File: config.mk
export PLATFORM = sky130hd
export DESIGN_NAME = obj_scan
export DESIGN_NICKNAME = d
export VERILOG_FILES = /design/src/verilog/obj_pkg.sv /design/src/verilog/obj_scan.sv
export VERILOG_INCLUDE_DIRS = /design/src /design/src/verilog
export SDC_FILE = /design/constraint.sdc
export NUM_CORES = 1
export LEC_CHECK = 0
export BUFFER_PORTS_ARGS = -buffer_cell sky130_fd_sc_hd__buf_2
export CAP_MARGIN = 25
export CORE_AREA = 3 3 98 171
export DETAILED_ROUTE_END_ITERATION = 10
export DIE_AREA = 0 0 101 174
export GPL_ROUTABILITY_DRIVEN = 0
export PLACE_DENSITY_LB_ADDON = 0.15
export SYNTH_ARGS = -nofsm -noshare
export SYNTH_HDL_FRONTEND = slang
export SYNTH_SLANG_ARGS = --single-unit
File: constraint.sdc
create_clock -name clk -period 4.6 [get_ports clk]
set_clock_uncertainty 0.05 [all_clocks]
set_input_delay 0.92 -clock clk [delete_from_list [all_inputs] [get_ports clk]]
set_output_delay 0.92 -clock clk [all_outputs]
set_load 0.01 [all_outputs]
File: src/verilog/obj_config.svh
// Object subsystem sizes
// Table geometry, line buffer width and sprite ROM span

`ifndef OBJ_CONFIG_SVH
`define OBJ_CONFIG_SVH

// Object table
`define OBJ_CNT        128     // Entries
`define OBJ_WORDS      8       // 16-bit words per entry
`define OBJ_END_MARK   8'hF0   // Bottom at or above this ends the scan

// Video geometry
`define OBJ_VISIBLE    223     // Last visible line
`define OBJ_LINE_W     512     // Pixels per line buffer bank

// Sprite ROM
`define OBJ_ROM_AW     18      // Word address, bank plus offset
`define OBJ_MAX_WORDS  16      // Row length cap without terminator

`endif
File: src/verilog/obj_pkg.sv
// Object subsystem types
// Width typedefs, draw command and pixel structs, scanner FSM states

`include "obj_config.svh"

package obj_pkg;

    typedef logic [$clog2(`OBJ_CNT*`OBJ_WORDS)-1:0] tbl_addr_t; // Object index, word index
    typedef logic [$clog2(`OBJ_CNT)-1:0]            obj_idx_t;
    typedef logic [$clog2(`OBJ_LINE_W)-1:0]         xpos_t;
    typedef logic [`OBJ_ROM_AW-1:0]                 rom_addr_t; // Bank over 15-bit offset

    // One draw request per visible object
    typedef struct packed {
        xpos_t       xpos;
        logic [15:0] offset;   // MSB doubles as hflip
        logic [2:0]  bank;
        logic [1:0]  prio;
        logic [5:0]  pal;
    } obj_cmd_t;

    // Line buffer entry
    typedef struct packed {
        logic [1:0] prio;
        logic [5:0] pal;
        logic [3:0] color;     // Zero is transparent
    } obj_pxl_t;

    // Scanner states, one table word per step
    typedef enum logic [2:0] {
        IDLE,
        BOUNDS,
        XPOS,
        PITCH,
        OFFSET,
        ATTR,
        UPDATE,
        ISSUE
    } scan_state_t;

endpackage

File: src/verilog/obj_scan.sv
// Object table scanner
// Walks the table once per line, picks objects crossing the line,
// advances their running ROM offset and issues draw commands

`timescale 1ns/1ps
`include "obj_config.svh"

module obj_scan (
    input  logic               rst,
    input  logic               clk,
    input  logic               flip,
    input  logic               hstart,
    input  logic [8:0]         vrender,

    // Object table
    output obj_pkg::tbl_addr_t tbl_addr,
    output logic [15:0]        tbl_din,
    output logic               tbl_we,
    input  logic [15:0]        tbl_dout,

    // Draw engine
    output logic               dr_start,
    output obj_pkg::obj_cmd_t  dr_cmd,
    input  logic               dr_busy
);
    import obj_pkg::*;

    scan_state_t st;
    obj_idx_t    cur_obj;
    logic [2:0]  idx;        // Word within entry
    logic        skip;       // Bubble while word 0 of next entry is read
    logic        restart;    // Line start carried over from an abort
    xpos_t       vline;      // Line being scanned
    xpos_t       vrf;

    // Fields gathered along the read sequence
    logic        first;      // Object starts on this line
    logic        last;       // Entry just updated was the final one
    xpos_t       xpos;
    logic [15:0] pitch;
    logic [15:0] start_off;
    logic [15:0] run_off;    // Offset sent with the command
    logic [2:0]  bank;
    logic [1:0]  prio;
    logic [5:0]  pal;

    logic [7:0]  top;
    logic [7:0]  bottom;
    logic        inzone;
    logic        badobj;
    logic [15:0] run_base;

    // Flipped screen scans from the bottom
    assign vrf = flip ? 9'(`OBJ_VISIBLE) - vrender : vrender;

    assign top    = tbl_dout[7:0];
    assign bottom = tbl_dout[15:8];
    assign inzone = vline[7:0] >= top && bottom > vline[7:0];
    assign badobj = top >= bottom;

    // Word 3 on the first line, scratch word afterwards
    assign run_base = first ? start_off : tbl_dout;

    assign tbl_addr = (st == IDLE) ? '0 : {cur_obj, idx}; // Word 0 of entry 0 primed
    assign tbl_din  = run_base + pitch;                   // Wraps like the hardware
    assign tbl_we   = st == UPDATE;

    always_ff @(posedge clk or posedge rst) begin
        if (rst) begin
            st       <= IDLE;
            cur_obj  <= '0;
            idx      <= '0;
            skip     <= 1'b0;
            restart  <= 1'b0;
            vline    <= '0;
            dr_start <= 1'b0;
        end else begin
            dr_start <= 1'b0;
            case (st)
                IDLE: begin
                    cur_obj <= '0;
                    idx     <= '0;
                    skip    <= 1'b0;
                    restart <= 1'b0;
                    if (hstart) begin
                        vline <= vrf;
                        if (vrf <= 9'(`OBJ_VISIBLE)) begin
                            st  <= BOUNDS;
                            idx <= 3'd1;
                        end
                    end else if (restart && vline <= 9'(`OBJ_VISIBLE)) begin
                        st  <= BOUNDS;
                        idx <= 3'd1;
                    end
                end
                BOUNDS: begin
                    if (skip) begin
                        skip <= 1'b0;       // Word 0 lands next cycle
                        idx  <= 3'd1;
                    end else if (bottom >= `OBJ_END_MARK) begin
                        st <= IDLE;
                    end else if (!inzone || badobj) begin
                        if (&cur_obj) begin
                            st <= IDLE;
                        end else begin
                            cur_obj <= cur_obj + 1'b1;
                            idx     <= '0;
                            skip    <= 1'b1;
                        end
                    end else begin
                        idx <= 3'd2;
                        st  <= XPOS;
                    end
                end
                XPOS: begin
                    idx <= 3'd3;
                    st  <= PITCH;
                end
                PITCH: begin
                    idx <= 3'd4;
                    st  <= OFFSET;
                end
                OFFSET: begin
                    idx <= 3'd7;            // Scratch word from here on
                    st  <= ATTR;
                end
                ATTR: st <= UPDATE;
                UPDATE: begin
                    cur_obj <= cur_obj + 1'b1;  // Prime next entry while waiting
                    idx     <= '0;
                    st      <= ISSUE;
                end
                ISSUE: begin
                    if (!dr_busy) begin
                        dr_start <= 1'b1;
                        if (last) begin
                            st <= IDLE;
                        end else begin
                            st  <= BOUNDS;
                            idx <= 3'd1;
                        end
                    end else if (hstart) begin
                        vline   <= vrf;     // Drop the rest, begin the new line
                        restart <= 1'b1;
                        st      <= IDLE;
                    end
                end
                default: st <= IDLE;
            endcase
        end
    end

    always_ff @(posedge clk) begin
        case (st)
            BOUNDS: first <= top == vline[7:0];
            XPOS:   xpos  <= tbl_dout[8:0];
            PITCH:  pitch <= tbl_dout;
            OFFSET: start_off <= tbl_dout;
            ATTR: begin
                pal  <= tbl_dout[13:8];
                bank <= tbl_dout[6:4];
                prio <= tbl_dout[1:0];
            end
            UPDATE: begin
                run_off <= run_base;        // Before the pitch is added
                last    <= &cur_obj;
            end
            ISSUE: begin
                if (!dr_busy) begin
                    dr_cmd.xpos   <= xpos;
                    dr_cmd.offset <= run_off;
                    dr_cmd.bank   <= bank;
                    dr_cmd.prio   <= prio;
                    dr_cmd.pal    <= pal;
                end
            end
            default: ;
        endcase
    end

    // One command in flight with the draw engine
    a_start_idle: assert property (@(posedge clk) disable iff (rst)
        dr_start |-> !dr_busy)
        else $error("dr_start while draw engine busy");

    // Only the scratch word is ever written back
    a_we_scratch: assert property (@(posedge clk) disable iff (rst)
        tbl_we |-> st == UPDATE && tbl_addr[2:0] == 3'd7)
        else $error("table write outside scratch update");

endmodule

==> results.sh <==
export IMPL_grt_overflow=0
export IMPL_grt_pass1_vias=4386
export IMPL_htreeDepth=4
export IMPL_route_detailed_drc=0
export IMPL_final_nets=687
export IMPL_routedWlPerCell_um=17.4
export IMPL_numPortBuffers=93
export IMPL_synth_top_family_by_area="simple AND/OR/NAND/NOR gates"
export IMPL_max_vdd_ir_drop_v=0.000361
export IMPL_p_leak_nw=3.18
export IMPL_grt_usage_pct=16.7
export IMPL_fin_area_um2=7550
export IMPL_hold_class="primary input to asynchronous set/reset pin"
export IMPL_via_count=4153
export IMPL_fin_util_pct=48.9
export IMPL_crit_top_cell="o21ai_0"
export IMPL_hpwl_mm=10.6
export IMPL_rows=60
export IMPL_min_period_ps=4340
export IMPL_crit_path_end_kind="output port"
export IMPL_crit_arrival_ps=3370
export IMPL_synth_edf_count=106
export IMPL_grt_max_degree=38
export IMPL_drv_cap=0
export IMPL_drt_iter0_markers=152
export IMPL_finalSetupTns_ps=0
export IMPL_clock_path_buffers=2
export IMPL_start_util_pct=39.9
export IMPL_ys_ff_latch=131
export IMPL_cts_sinks=131
export IMPL_setup_viol=0
export IMPL_synth_compound_area_share_pct=10.7
export IMPL_crit_path_start_kind="flip-flop"
export IMPL_cts_hold_buf=0
export IMPL_netlist_area_um2=6170
export IMPL_fin_ws_ps=263
export IMPL_hold_ws_ps=366
export IMPL_synth_mux_area_fraction_pct=0.831
export IMPL_dr_pass1_iters=6
export IMPL_outcome="complete, no violations"
export IMPL_cts_tree="yes"
export IMPL_synth_simple_gate_area_share_pct=11.3
export IMPL_synthAdderAreaFrac_pct=8.84
export IMPL_die_h_um=174
export IMPL_final_max_slew_viol_count=0
export IMPL_pre_cts_ws_ps=172
export IMPL_synthFlopType="edfxtp_1"
export IMPL_drive_gt1_share_pct=23.8
export IMPL_synth_distinct_cells=54
export IMPL_synthXorXnorAreaFrac_pct=3.06
export IMPL_cpMaxStageDelayCell="edfxtp_1"
export IMPL_crit_type="flip-flop to output port"
export IMPL_core_um2=15500
export IMPL_cpPeakStageDelay_ps=520
export IMPL_max_slew_margin_pct=40.3
export IMPL_max_freq_ghz=0.231
export IMPL_rsz0062_at_grt="no"
export IMPL_ys_warn_count=0
export IMPL_ant_nets=0
export IMPL_antenna_found_initial=0
export IMPL_antenna_cells=0
export IMPL_cts_root_buf="clkbuf_16"
export IMPL_dieArea_um2=17600
export IMPL_cts_made_buffers=17
export IMPL_cp_required_ps=3630
export IMPL_insertion_delay_ps=410
export IMPL_hold_viol_final=0
export IMPL_async_reset_ff_share_pct=19.1
export IMPL_syn_num_nets=577
export IMPL_power_density_nw_per_um2=629
export IMPL_syn2layout_area_growth_pct=22.4
export IMPL_path_max_fanout=23
export IMPL_wirelength_mm=14.1
export IMPL_path_cells="buf_4 > o21ai_0 > ha_1 > o21a_1 > o21ai_0 > nor3_1 > o31a_1 > a21oi_1 > o21ba_2 > xnor3_1 > buf_2"
export IMPL_via_per_inst=5.11
export IMPL_syn_inst=504
export IMPL_synth_seq_area_share_pct=61.7
export IMPL_io_pin_count=94
export IMPL_clkTransAtPathRegs_ps=60
export IMPL_grt_pass1_wl_mm=22.3
export IMPL_worstMarginPinSlew_ps=895
export IMPL_avgSynthCellArea_um2=12.2
export IMPL_place_area_um2=6920
export IMPL_die_w_um=101
export IMPL_post_route_period_util_pct=94.3
[per-stage QoR]
step,total power [W],std cells
2_1_floorplan,0.00281,504
3_3_place_gp,0.00334,779
3_5_place_dp,0.00338,780
4_1_cts,0.00481,812
5_1_grt,0.00505,813
6_report,0.00475,813
[synth_stat cells, types with 2 or more instances]
library cell	number	area, um^2
nand3_1	12	60.1
nand4_1	8	50.1
nor3_1	9	45.0
nand2_1	37	139
o21a_1	4	30.0
o21bai_1	3	22.5
dfrtp_1	25	626
a31oi_1	8	50.1
nor3b_1	2	15.0
clkbuf_1	10	37.5
nand2b_1	7	43.8
or3_1	3	18.8
ha_1	42	526
and3_1	6	37.5
o31a_1	2	17.5
o21ai_0	31	155
a21o_1	4	30.0
nor2b_1	7	43.8
a21oi_1	33	165
xor2_1	5	43.8
mux2_4	2	30.0
or2_2	3	18.8
and2_1	8	50.1
o221ai_1	3	26.3
nor2_1	37	139
o31ai_1	3	22.5
xnor2_1	14	123
inv_1	45	169
edfxtp_1	106	3180
[final timing paths]
path | startpoint | end | slack, ps | cells past startpoint
max in group asynchronous | rst | st[2]$_DFFE_PP0P_ | 3730 | 3
worst min-delay path | rst | dr_start$_DFF_PP0_ | 370 | 2
worst min register to register | run_off[6]$_DFFE_PP_ | dr_cmd[17]$_DFFE_PP_ | 370 | 0
worst max-delay path | first$_DFFE_PP_ | tbl_din[15] | 260 | 11
worst max register to register | vline[0]$_DFFE_PP0P_ | cur_obj[4]$_DFFE_PP0P_ | 1850 | 10
min in group clk | run_off[6]$_DFFE_PP_ | dr_cmd[17]$_DFFE_PP_ | 370 | 0
[final cells by class]
cell class | instances | area (um^2)
fill | 1438 | 7910
sequential | 131 | 3810
multi-input combinational | 316 | 2150
timing repair buffer | 103 | 573
clock buffer | 17 | 425
tap | 186 | 233
clock inverter | 15 | 194
inverter | 45 | 169
[cells in the final DEF, fill, tap and decap left out, types with 9 or more instances in the layout]
cell type | netlist | final
nor2_1 | 37 | 36
ha_1 | 42 | 42
inv_1 | 45 | 45
nor3_1 | 9 | 9
nand3_1 | 12 | 12
buf_2 | 1 | 93
dfrtp_1 | 25 | 25
nand2_1 | 37 | 37
o21ai_0 | 31 | 28
clkbuf_16 | 0 | 17
xnor2_1 | 14 | 14
a21oi_1 | 33 | 33
edfxtp_1 | 106 | 106
[logic make-up (layout without fill, tap and decap cells)]
group / count (synthesis) / after routing
multiplexers: 4 / 4
XOR/XNOR: 20 / 20
AO/OA/AOI/OAI: 106 / 106
AND/OR/NAND/NOR: 143 / 143
flip-flops: 131 / 131
adder cells (fa/ha/maj): 43 / 43
buffers and inverters: 57 / 180
[where the power goes]
group / total (W) / switching, W / internal (W)
clock: 0.00142 / 0.000550 / 0.000868
sequential: 0.00182 / 0.000171 / 0.00165
combinational: 0.00151 / 0.000903 / 0.000607
total: 0.00475 / 0.00162 / 0.00313
[worst max-delay path, delay by kind of cell (launching register included)]
| kind | cells | cell delay [ps] |
|---|---|---|
| buffers and inverters | 2 | 410 |
| XOR/XNOR | 1 | 200 |
| adder cells (fa/ha/maj) | 1 | 340 |
| flip-flops | 1 | 520 |
| AND/OR/NAND/NOR | 1 | 110 |
| AO/OA/AOI/OAI | 6 | 1370 |
[registers in the layout, summed over array words and instances (netlist names)]
register,cells
dr_cmd,36
pitch,16
run_off,16
start_off,16
vline,9
xpos,9
cur_obj,7
pal,6
bank,3
idx,3
st,3
prio,2
dr_start,1
first,1
last,1
restart,1
skip,1
[layer usage]
layer  up-vias  part of all wire (%)  track usage [%]
met5         -                     0                0
met4         0                   3.0             7.54
met3        29                   4.0             3.45
met2       101                    56             31.4
met1      1973                    37             17.2
li1       2050                     -                -
[what timing repair did]
action,4_1_cts,5_1_grt
setup endpoints to repair,0,2
hold endpoints to repair,0,0
buffers inserted,0,0
gates resized for setup,0,3
Power figures use the tool's default switching activity.
