<file path="src/verilog/obj_config.svh">
// Object subsystem sizes
// Table geometry, line buffer width and sprite ROM span

`ifndef OBJ_CONFIG_SVH
`define OBJ_CONFIG_SVH

// Object table
`define OBJ_CNT        128     // Entries
`define OBJ_WORDS      8       // 16-bit words per entry
`define OBJ_END_MARK   8'hF0   // Bottom at or above this ends the scan

// Video geometry
`define OBJ_VISIBLE    223     // Last visible line
`define OBJ_LINE_W     512     // Pixels per line buffer bank

// Sprite ROM
`define OBJ_ROM_AW     18      // Word address, bank plus offset
`define OBJ_MAX_WORDS  16      // Row length cap without terminator

`endif
</file>
<file path="src/verilog/obj_pkg.sv">
// Object subsystem types
// Width typedefs, draw command and pixel structs, scanner FSM states

`include "obj_config.svh"

package obj_pkg;

    typedef logic [$clog2(`OBJ_CNT*`OBJ_WORDS)-1:0] tbl_addr_t; // Object index, word index
    typedef logic [$clog2(`OBJ_CNT)-1:0]            obj_idx_t;
    typedef logic [$clog2(`OBJ_LINE_W)-1:0]         xpos_t;
    typedef logic [`OBJ_ROM_AW-1:0]                 rom_addr_t; // Bank over 15-bit offset

    // One draw request per visible object
    typedef struct packed {
        xpos_t       xpos;
        logic [15:0] offset;   // MSB doubles as hflip
        logic [2:0]  bank;
        logic [1:0]  prio;
        logic [5:0]  pal;
    } obj_cmd_t;

    // Line buffer entry
    typedef struct packed {
        logic [1:0] prio;
        logic [5:0] pal;
        logic [3:0] color;     // Zero is transparent
    } obj_pxl_t;

    // Scanner states, one table word per step
    typedef enum logic [2:0] {
        IDLE,
        BOUNDS,
        XPOS,
        PITCH,
        OFFSET,
        ATTR,
        UPDATE,
        ISSUE
    } scan_state_t;

endpackage

</file>
<file path="src/verilog/obj_draw.sv">
// Object draw engine
// Fetches sprite ROM words for one object row and writes
// its non-transparent pixels into the line buffer

`timescale 1ns/1ps
`include "obj_config.svh"

module obj_draw (
    input  logic               rst,
    input  logic               clk,

    // Command from scanner
    input  logic               dr_start,
    input  obj_pkg::obj_cmd_t  dr_cmd,
    output logic               dr_busy,

    // Sprite ROM
    output obj_pkg::rom_addr_t rom_addr,
    output logic               rom_cs,
    input  logic               rom_ok,
    input  logic [15:0]        rom_data,

    // Line buffer
    output logic               wr_en,
    output obj_pkg::xpos_t     wr_x,
    output obj_pkg::obj_pxl_t  wr_pxl
);
    import obj_pkg::*;

    localparam int WCW = $clog2(`OBJ_MAX_WORDS);
    localparam logic [WCW-1:0] WORD_LAST = WCW'(`OBJ_MAX_WORDS - 1);

    typedef enum logic [1:0] {
        DR_IDLE,
        DR_FETCH,
        DR_PIXEL
    } draw_state_t;

    draw_state_t    st;
    logic [1:0]     nib_cnt;
    logic [WCW-1:0] word_cnt;   // Words fetched for this row
    logic [15:0]    pxl_data;   // Shifts one nibble per pixel
    logic [3:0]     nib;
    logic           hflip;
    xpos_t          x;
    logic [5:0]     pal;
    logic [1:0]     prio;

    assign nib = hflip ? pxl_data[3:0] : pxl_data[15:12];   // LSB first when mirrored

    always_ff @(posedge clk or posedge rst) begin
        if (rst) begin
            st       <= DR_IDLE;
            dr_busy  <= 1'b0;
            rom_cs   <= 1'b0;
            wr_en    <= 1'b0;
            nib_cnt  <= '0;
            word_cnt <= '0;
        end else begin
            wr_en <= 1'b0;
            case (st)
                DR_IDLE: begin
                    if (dr_start) begin
                        dr_busy  <= 1'b1;
                        rom_cs   <= 1'b1;
                        word_cnt <= '0;
                        st       <= DR_FETCH;
                    end
                end
                DR_FETCH: begin
                    if (rom_ok) begin
                        rom_cs  <= 1'b0;
                        nib_cnt <= '0;
                        st      <= DR_PIXEL;
                    end
                end
                DR_PIXEL: begin
                    nib_cnt <= nib_cnt + 1'b1;
                    if (nib == 4'hF) begin
                        dr_busy <= 1'b0;    // Row terminator
                        st      <= DR_IDLE;
                    end else begin
                        wr_en <= nib != 4'd0;
                        if (nib_cnt == 2'd3) begin
                            if (word_cnt == WORD_LAST) begin
                                dr_busy <= 1'b0;
                                st      <= DR_IDLE;
                            end else begin
                                word_cnt <= word_cnt + 1'b1;
                                rom_cs   <= 1'b1;
                                st       <= DR_FETCH;
                            end
                        end
                    end
                end
                default: st <= DR_IDLE;
            endcase
        end
    end

    always_ff @(posedge clk) begin
        if (st == DR_IDLE && dr_start) begin
            hflip    <= dr_cmd.offset[15];
            pal      <= dr_cmd.pal;
            prio     <= dr_cmd.prio;
            x        <= dr_cmd.xpos;
            rom_addr <= {dr_cmd.bank, dr_cmd.offset[14:0]};
        end
        if (st == DR_FETCH && rom_ok) begin
            pxl_data <= rom_data;
        end
        if (st == DR_PIXEL) begin
            pxl_data <= hflip ? pxl_data >> 4 : pxl_data << 4;
            x        <= x + 1'b1;   // Gaps still advance x
            wr_x     <= x;
            wr_pxl   <= '{prio: prio, pal: pal, color: nib};
            if (nib_cnt == 2'd3) begin
                // Offset walks inside the bank
                rom_addr[14:0] <= hflip ? rom_addr[14:0] - 1'b1 : rom_addr[14:0] + 1'b1;
            end
        end
    end

    // ROM request held steady until acknowledged
    a_rom_hold: assert property (@(posedge clk) disable iff (rst)
        rom_cs && !rom_ok |=> rom_cs && $stable(rom_addr))
        else $error("rom_addr changed before rom_ok");

endmodule

</file>
<file path="config.mk">
export PLATFORM = sky130hd
export DESIGN_NAME = obj_draw
export DESIGN_NICKNAME = d
export VERILOG_FILES = /design/src/verilog/obj_pkg.sv /design/src/verilog/obj_draw.sv
export VERILOG_INCLUDE_DIRS = /design/src /design/src/verilog
export SDC_FILE = /design/constraint.sdc
export NUM_CORES = 1
export LEC_CHECK = 0
export BUFFER_PORTS_ARGS = -buffer_cell sky130_fd_sc_hd__buf_2
export CAP_MARGIN = 20
export CORE_AREA = 5 5 111 87
export DETAILED_ROUTE_END_ITERATION = 6
export DIE_AREA = 0 0 116 92
export HOLD_SLACK_MARGIN = 0.1
export PLACE_DENSITY_LB_ADDON = 0.3
export SKIP_LAST_GASP = 1
export SLEW_MARGIN = 0
export SYNTH_ARGS = -nofsm -noshare
export SYNTH_HDL_FRONTEND = slang
export SYNTH_SLANG_ARGS = --single-unit
</file>
<file path="constraint.sdc">
create_clock -name clk -period 3.4 [get_ports clk]
set_clock_uncertainty 0.05 [all_clocks]
set_input_delay 0.34 -clock clk [delete_from_list [all_inputs] [get_ports clk]]
set_output_delay 0.34 -clock clk [all_outputs]
set_load 0.05 [all_outputs]
</file>
==> results of run 1 <==
==> state kept, by name (all words and copies together) (netlist names) <==
register and cells:
word_cnt 4, wr_pxl 12, pal 6, rom_cs 1, wr_x 9, x 9, pxl_data 16, wr_en 1
rom_addr 18, prio 2, dr_busy 1, st 2, nib_cnt 2, hflip 1
==> logic make-up (layout without fill, tap and decap cells) <==
kind of cell / count (synthesis) / after routing / share of synthesized area, %
XOR/XNOR: 17 / 17 / 3.60
AND/OR/NAND/NOR: 111 / 111 / 13.4
multiplexers: 23 / 23 / 5.69
buffers and inverters: 21 / 126 / 2.06
flip-flops: 84 / 84 / 56.1
adder cells (fa/ha/maj): 17 / 17 / 5.33
AO/OA/AOI/OAI: 91 / 91 / 13.8
==> placed cells by master, fill, tap and decap left out, types with 9 or more instances in the layout <==
cell type / Yosys / final
a21oi_1: 14 / 14
buf_2: 5 / 97
clkbuf_16: 0 / 9
dfrtp_1: 11 / 11
dfxtp_1: 15 / 15
edfxtp_1: 58 / 58
ha_1: 16 / 16
mux2i_1: 19 / 19
nand2_1: 53 / 53
nand3_1: 13 / 13
o21ai_0: 31 / 31
o21ai_1: 11 / 11
xor2_1: 10 / 10
==> cell type report <==
| type | count | area share, % |
|---|---|---|
| flip-flops and latches | 84 | 45.9 |
| clock buffers | 10 | 4.54 |
| inverters | 8 | 0.595 |
| multi-input cells | 259 | 34.4 |
| clock inverters | 6 | 1.41 |
| well taps | 108 | 2.68 |
| repair buffers | 102 | 10.4 |
==> cells in the mapped netlist (all sizes together) (6+ instances only) <==
library cell,instances
inv,8
nand3,14
ha,16
a211oi,6
a21oi,14
nand3b,7
nand2,54
xor2,10
buf,9
xnor2,7
edfxtp,58
mux2i,19
nor2,10
dfrtp,11
dfxtp,15
o21ai,43
==> worst reg2reg max path: stages (launching register included) <==
cell,delay (ns)
edfxtp_1,0.56
buf_4,0.40
ha_1,0.35
a21o_1,0.20
a21oi_1,0.22
o2111ai_1,0.14
a31oi_1,0.23
xor2_1,0.17
o21ai_1,0.07
==> metal layers <==
metal  vias up  part of all wire (%)  global-route usage, %
met1      1394                    47                   23.1
met5         -                     0                      0
met3         7                   8.9                   7.50
met4         0                  0.94                   2.90
li1       1546                     -                      -
met2        97                    43                   24.9
==> path summary, 6_finish.rpt <==
path / start / end / slack (ns) / depth (start not counted)
setup / recovery: hflip / rom_addr[13] / 0.91 / 8
hold / removal: dr_cmd[8] / rom_addr[15] / 0.13 / 1
setup reg to reg: hflip / rom_addr[13] / 0.91 / 8
hold reg to reg: pal[4] / wr_pxl[8] / 0.37 / 0
max in group asynchronous: rst / word_cnt[3] / 2.49 / 3
min in group asynchronous: rst / rom_cs / 0.51 / 3
==> timing repair <==
item / in CTS / in global routing
setup buffers: 0 / 0
hold buffers: 1 / 0
endpoints found under the hold margin: 11 / 0
==> where the power goes <==
group          internal, mW  switching [mW]  leakage, nW
registers              1.57           0.265        0.812
logic                 0.800            1.61         1.16
clock network         0.575           0.397        0.140
total                  2.94            2.27         2.11
==> results.ini, run 1 <==
[outcome]
status=finished clean

[clocking]
htreeDepth=3
clockBufferDepth=2
cts_resized=0
cts_root_buf=clkbuf_16
cts_tree=yes
cts_made_buffers=9
cts_sinks=84
clock_latency_ns=0.33
clkTransAtPathRegs_ns=0.06

[die]
start_util_pct=49.5
die_w_um=116
row_count=29
dieArea_um2=10700
ios=98
core-area_um2=8350
die_y_um=92

[place]
dp_hpwl_um=6210
port_buffers=97
dpl.cell_count=560
place_ws_ns=0.925
dpl_cell_area_um2=4740
routabilityCongestion=0.837

[cells_and_area]
final_cells=577
utilization_pct=60.5
final_area_um2=5050
multiInputGateArea_um2=1740
diodes=0
drive_gt1_share_pct=28.8
seq_area_um2=2320
n_fill_cell=700
final_net_count=537
syn2layout_area_growth_pct=22.1

[synthesis]
syn_nets=437
ys_seq_area_share_pct=56.1
synthArstFlopShare_pct=13.1
synth_area_leaders=edfxtp_1, dfxtp_1, dfrtp_1
ys_ff_latch=84
ys.flop_type=edfxtp_1
synth_edf_count=58
netlist_area_um2=4130
synth_top_area_share_pct=42.1
synth_cell_types=51
yosys_warnings=0
synth_cells=364
yosysTopAreaCell=edfxtp_1
syn_area_per_cell_um2=11.4

[timing]
layout_setup_ws_ns=0.906
tightest_slew_ns=0.838
fin_crit_ns=2.49
setup_tns_ns=0
grt_setup_unrepaired=false
max-slew-margin-rel_pct=43.9
fin_crit_sh_pct=73.4
hold_ws_ns=0.127
setup_viol=0
fmax_ghz=0.401
slew_viol_final=0
hold_violations=0

[setup_path]
arrival_ns=2.67
path_buf_inv=1
cp-end-kind=flip-flop
crit_chain=buf_4 > ha_1 > a21o_1 > a21oi_1 > o2111ai_1 > a31oi_1 > xor2_1 > o21ai_1
critical_path.top_delay_family=compound AO/OA/AOI/OAI gates
critPathMaxFanout=28
cp_data_required_time_ns=3.58
crit_path_max_incr_delay_ns=0.56
critPathKind=flip-flop to flip-flop
cpMaxStageDelayCell=edfxtp_1
crit_path_start_kind=flip-flop

[power_and_ir_drop]
power_mw=5.22
irDropWorstVdd_v=0.000672
leakage_nw=2.11
power.density_nw_per_um2=1030

[global_route]
grt_pass1_wl_um=14200
antenna_found_initial=0
grt_usage_pct=16.7
grt_pass1_vias=2940
grt_overflow_total=0
grt_max_degree=48

[route]
vias=3044
drc=0
routed_wl_um=8800
viasPerCell=5.28
dr.pass1.iters=4
detail-route-antenna-nets=0
routedWlPerCell_um=15.3
drt_iter0_drc=145

[worst_hold_path]
holdCritPathClass=primary input to flip-flop

[flow_run]
cap_violations=0

Note: power is estimated with default switching activity, not from simulation.
==> inputs of run 2 (changes only) <==
--- a/config.mk
+++ b/config.mk
@@ -6,11 +6,12 @@
 export SDC_FILE = /design/constraint.sdc
 export NUM_CORES = 1
 export LEC_CHECK = 0
+export ABC_AREA = 1
 export BUFFER_PORTS_ARGS = -buffer_cell sky130_fd_sc_hd__buf_2
 export CAP_MARGIN = 20
-export CORE_AREA = 5 5 111 87
+export CORE_AREA = 5 5 116 91
 export DETAILED_ROUTE_END_ITERATION = 6
-export DIE_AREA = 0 0 116 92
+export DIE_AREA = 0 0 121 96
 export HOLD_SLACK_MARGIN = 0.1
 export PLACE_DENSITY_LB_ADDON = 0.3
 export SKIP_LAST_GASP = 1
==> constraint.sdc (replaced) <==
create_clock -name clk -period 2.1 [get_ports clk]
set_clock_uncertainty 0.05 [all_clocks]
set_input_delay 0.21 -clock clk [delete_from_list [all_inputs] [get_ports clk]]
set_output_delay 0.21 -clock clk [all_outputs]
set_load 0.05 [all_outputs]
==> run 2 against run 1 <==
Compared with the run above: first-iteration DRC count rose by 51%; hold slack got worse by 0.017 ns; non-clock buffer count rose by 27; power rose by 67%; sequential cell count did not move; via count rose by 22%; register-to-register slack got worse by 0.77 ns; cell area rose by 10%; critical path depth fell by 1; global-route usage rose by 2.1 points; critical path type unchanged; critical endpoint is now rom_addr[4].
==> results.ini, run 2 <==
[clocking]
postCtsSetupBuffers=0
clock_latency_ns=0.33
cts_made_buffers=9
htreeDepth=3
cts_sinks=84
clockBufferDepth=2
cts_root_buf=clkbuf_16
cts_tree=yes
clkTransAtPathRegs_ns=0.06
cts_resized=0

[global_route]
grt_pass1_vias=3654
antenna_found_initial=0
grt_pass1_wl_um=17200
grt_overflow_total=0
grt_usage_pct=18.8
grt_max_degree=48

[setup_path]
critPathKind=flip-flop to flip-flop
critPathMaxFanout=14
path_buf_inv=1
crit_path_max_incr_delay_ns=0.43
cpMaxStageDelayCell=fa_1
path_common_cell=nand3_1
critical_path.top_delay_family=compound AO/OA/AOI/OAI gates
crit_path_start_kind=flip-flop
cp_data_required_time_ns=2.28
crit_chain=buf_4 > fa_1 > nand3_1 > nand3_1 > o21ai_0 > a21oi_1 > o21bai_1
cp-end-kind=flip-flop
arrival_ns=2.14

[cells_and_area]
seq_area_um2=2320
multiInputGateArea_um2=1810
final_cell_mix=nand2_1, buf_2, edfxtp_1
final_common_cell=nand2_1
final_net_count=692
syn2layout_area_growth_pct=25.9
utilization_pct=59.5
diodes=0
largest_reg_flops=18
n_fill_cell=795
drive_gt1_share_pct=24.7
largestRegisters=rom_addr x18, pxl_data x16, wr_pxl x12
top_register=rom_addr

[power_and_ir_drop]
irDropWorstVdd_v=0.000990
power.density_nw_per_um2=1570
power_mw=8.73
p_switching_mw=4.10
leakage_nw=2.60
power_frac_seq_pct=33.8
clkPwrFrac_pct=16.6
p_int_mw=4.62
switching_share_pct=47.0
combPwrFrac_pct=49.6

[synthesis]
synth_area_leaders=edfxtp_1, nand2_1, dfxtp_1
synth_cells=492
syn_nets=565
ys.flop_type=edfxtp_1
synth_top_area_share_pct=39.4
syn_area_per_cell_um2=8.98
ys_seq_area_share_pct=52.5
synthArstFlopShare_pct=13.1
synth_edf_count=58
synth_commonest_cells=nand2_1, edfxtp_1, inv_1, nand3_1, nor2_1
ys_ff_latch=84
netlist_area_um2=4420
yosysTopAreaCell=edfxtp_1
yosys_warnings=0
synth.most_common_cell=nand2_1
synth_cell_types=41

[outcome]
status=finished clean

[timing]
tightest_slew_ns=0.446
hold_violations=0
fin_crit_sh_pct=93.7
fin_crit_ns=1.97
max-slew-margin-rel_pct=70.2
setup_tns_ns=0
fmax_ghz=0.508
slew_viol_final=0
setup_viol=0
layout_setup_ws_ns=0.131
grt_setup_unrepaired=false

[place]
routabilityCongestion=0.914
place_ws_ns=0.191
dp_hpwl_um=7460
port_buffers=97

[route]
dr.pass1.iters=5
drt_iter0_drc=219
drc=0
vias=3702
viasPerCell=4.90
detail-route-antenna-nets=0
routedWlPerCell_um=13.8
routed_wl_um=10500

[die]
dieArea_um2=11600
core-area_um2=9350
row_count=31
ios=98
die_w_um=121
start_util_pct=47.2
die_y_um=96

[worst_hold_path]
holdCritPathClass=primary input to flip-flop

[flow_run]
cap_violations=0

## run 2: changes by cell type after synthesis, moves of 5 or more
| cell | change |
|---|---|
| nand2_2 | +12 |
| xnor2_1 | -5 |
| a21o_1 | -5 |
| nor3_1 | -5 |
| nand2_1 | +92 |
| nor2_1 | +23 |
| o21ai_1 | +5 |
| o21ai_0 | -6 |
| mux2i_1 | -19 |
| nand3_1 | +22 |
| inv_1 | +40 |
## run 2: power by group through the flow
stage,combinational (mW),sequential (mW),clock (mW)
2_1_floorplan,2.33,3.89,0
3_3_place_gp,4.20,2.95,0
3_5_place_dp,4.28,2.97,0
4_1_cts,4.34,2.94,1.48
5_1_grt,4.79,3.01,1.56
6_report,4.33,2.95,1.45
## run 2: repair_timing
item | CTS | global route
hold buffers | 24 | 0
hold endpoints to repair | 34 | 0
setup endpoints to repair | 0 | 0
## run 2: cell type report
type                            count  area share (%)
Multi-Input combinational cell    343            32.5
Inverter                           52            3.69
Clock buffer                       11            4.18
Tap cell                          132            2.97
Timing Repair Buffer              129            14.4
Clock inverter                      5           0.675
Sequential cell                    84            41.7
## run 2: worst reg2reg max path: cells and delay by family (launching register included)
kind / cells / cell delay [ns]
AND/OR/NAND/NOR: 2 / 0.26
buffers and inverters: 1 / 0.23
flip-flops: 1 / 0.41
adder cells (fa/ha/maj): 1 / 0.43
AO/OA/AOI/OAI: 3 / 0.47
## run 2: kinds of logic (layout without fill, tap and decap cells)
kind of cell / count (synthesis) / in the layout / share of synthesized area, %
compound gates: 69 / 69 / 8.53
xor+xnor: 9 / 9 / 1.78
fa+ha+maj: 17 / 17 / 4.99
buf+inv: 65 / 197 / 6.66
flops: 84 / 84 / 52.5
simple gates: 248 / 248 / 25.6
## run 2: layer usage
layer	global-route usage, %	routed length (um)
met5	0	0
met4	5.85	141
met3	5.76	755
met2	29.9	4800
met1	24.9	4760
## run 2: through the flow
stage          area [um2]  std cells  hold WS [ns]
6_report             5560        756         0.109
5_1_grt              5560        756         0.113
4_1_cts              5560        756         0.101
3_5_place_dp         5050        716         0.190
3_3_place_gp         5050        716         0.190
2_1_floorplan        4420        492        0.0124
## run 2: final timing paths
| kind | slack, ns | end | from | depth (start not counted) |
|---|---|---|---|---|
| worst min-delay path | 0.11 | x[2] | dr_cmd[29] | 3 |
| worst max register to register | 0.13 | rom_addr[4] | hflip | 7 |
| worst min register to register | 0.37 | wr_pxl[7] | pal[3] | 0 |
| max in group asynchronous | 1.32 | word_cnt[3] | rst | 3 |
| min in group asynchronous | 0.37 | word_cnt[1] | rst | 3 |
| worst max-delay path | 0.13 | rom_addr[4] | hflip | 7 |
==> inputs of run 3 (changes only) <==
--- a/config.mk
+++ b/config.mk
@@ -6,12 +6,11 @@
 export SDC_FILE = /design/constraint.sdc
 export NUM_CORES = 1
 export LEC_CHECK = 0
-export ABC_AREA = 1
 export BUFFER_PORTS_ARGS = -buffer_cell sky130_fd_sc_hd__buf_2
 export CAP_MARGIN = 20
-export CORE_AREA = 5 5 116 91
+export CORE_AREA = 5 5 113 88
 export DETAILED_ROUTE_END_ITERATION = 6
-export DIE_AREA = 0 0 121 96
+export DIE_AREA = 0 0 118 93
 export HOLD_SLACK_MARGIN = 0.1
 export PLACE_DENSITY_LB_ADDON = 0.3
 export SKIP_LAST_GASP = 1
==> run 3 against run 2 <==
Compared with the run above: the flow now finishes with violations (negative setup slack); wire length down 9.0%; register-to-register slack worse by 0.17 ns; sequential cell count stayed put; clock-buffer cell count shrank 2; cell area is 0.92% higher; combinational power up 6.7%; hold slack got worse by 0.0089 ns; largest power group unchanged.
==> results.ini, run 3 (same netlist as run 1, synthesis figures left out) <==
[outcome]
status=finished, violations left
violations=negative setup slack

[setup_path]
cpMaxStageDelayCell=edfxtp_1
cp_data_required_time_ns=2.28
crit_path_max_incr_delay_ns=0.39
critPathKind=flip-flop to flip-flop
critPathMaxFanout=6
crit_path_start_kind=flip-flop
crit_chain=buf_4 > ha_1 > nor4_2 > a21oi_2 > nand3_2 > a31oi_1 > or3_1 > a31o_1
cp-end-kind=flip-flop
arrival_ns=2.32

[die]
dieArea_um2=11000
ios=98
die_y_um=93
die_w_um=118
core-area_um2=8780
row_count=30
start_util_pct=47.1

[clocking]
cts_sinks=84
clkTransAtPathRegs_ns=0.07
htreeDepth=3
clockBufferDepth=2
clock_latency_ns=0.34
cts_made_buffers=9
cts_tree=yes
cts_root_buf=clkbuf_16

[global_route]
grt_usage_pct=17.6
grt_max_degree=46
grt_pass1_vias=3271
grt_pass1_wl_um=15600
antenna_found_initial=0
grt_overflow_total=0

[cells_and_area]
largest_reg_flops=18
final_area_um2=5610
syn2layout_area_growth_pct=35.8
final_cell_mix=buf_2, edfxtp_1, nand2_1
largestRegisters=rom_addr x18, pxl_data x16, wr_pxl x12
utilization_pct=63.9
top_register=rom_addr
drive_gt1_share_pct=34.0
diodes=0
final_cells=630
final_common_cell=buf_2
final_net_count=586

[place]
routabilityCongestion=0.843
dpl.cell_count=586
dpl_cell_area_um2=4920
dp_hpwl_um=6540
port_buffers=97

[route]
routedWlPerCell_um=15.1
drc=0
drt_iter0_drc=201
vias=3266
dr.pass1.iters=4
detail-route-antenna-nets=0
routed_wl_um=9520
viasPerCell=5.18

[timing]
fin_crit_ns=2.14
tightest_slew_ns=0.620
setup_viol=2
max-slew-margin-rel_pct=58.6
fin_crit_sh_pct=102
layout_setup_ws_ns=-0.0410
slew_viol_final=0
fmax_ghz=0.467
grt_setup_unrepaired=true
hold_violations=0

[power_and_ir_drop]
leakage_nw=2.35
irDropWorstVdd_v=0.00102
power.density_nw_per_um2=1640
power_mw=9.23

[flow_run]
cap_violations=0

[worst_hold_path]
holdCritPathClass=primary input to flip-flop

==> run 3: cell types whose count changed in the layout (fill, tap and decap cells not counted), sizes merged, moves of 19 or more <==
cell,change
nand2,-108
buf,+22
mux2i,+19
inv,-42
nand3,-22
nor2,-26
==> run 3: critical path, delay by kind of cell (launching register included) <==
kind | cells | cell delay, ns
compound gates | 3 | 0.39
flops | 1 | 0.39
fa+ha+maj | 1 | 0.25
buf+inv | 1 | 0.19
simple gates | 3 | 0.76
==> run 3: cell type report <==
cell class	instances	area, um2
fillers	698	3170
clock buffers	9	225
repair buffers	151	963
inverters	8	30.0
multi-input cells	259	1840
clock inverters	7	95.1
well taps	112	140
flip-flops and latches	84	2320
==> run 3: path summary, 6_finish.rpt <==
kind | startpoint | to | slack, ns | cells past startpoint
worst max-delay path | hflip | rom_addr[12] | -0.04 | 8
worst min-delay path | dr_cmd[33] | x[6] | 0.10 | 3
worst max register to register | hflip | rom_addr[12] | -0.04 | 8
worst min register to register | pal[4] | wr_pxl[8] | 0.37 | 0
max in group asynchronous | rst | wr_en | 1.34 | 3
min in group asynchronous | rst | dr_busy | 0.36 | 3
==> run 3: power by group <==
part | leakage [nW] | switching [mW] | internal (mW)
sequential | 0.812 | 0.408 | 2.54
combinational | 1.39 | 2.83 | 1.78
clock | 0.150 | 0.716 | 0.957
total | 2.35 | 3.96 | 5.28
==> run 3: per-layer routing <==
metal | track usage (%) | vias up | routed length, um
met2 | 26.9 | 99 | 4300
met4 | 5.44 | 0 | 81
met1 | 22.8 | 1511 | 4330
li1 | - | 1648 | -
met5 | 0 | - | 0
met3 | 7.26 | 8 | 806
==> run 3: metrics by stage <==
step	hold slack, ns	TNS [ns]	worst slack (ns)
floorplan	0.0124	-0.227	-0.134
global placement	0.178	-0.344	-0.126
detailed placement	0.184	-0.661	-0.170
CTS	0.100	-0.0253	-0.0253
global route	0.110	-0.767	-0.188
finish	0.101	-0.0497	-0.0410
==> run 3: what timing repair did <==
action                                  in CTS  in global routing
buffers inserted                             3                  1
hold buffers                                23                  1
gates resized for setup                      4                 10
hold endpoints to repair                    33                  1
pin swaps                                    2                  9
endpoints found under the setup margin       8                  9
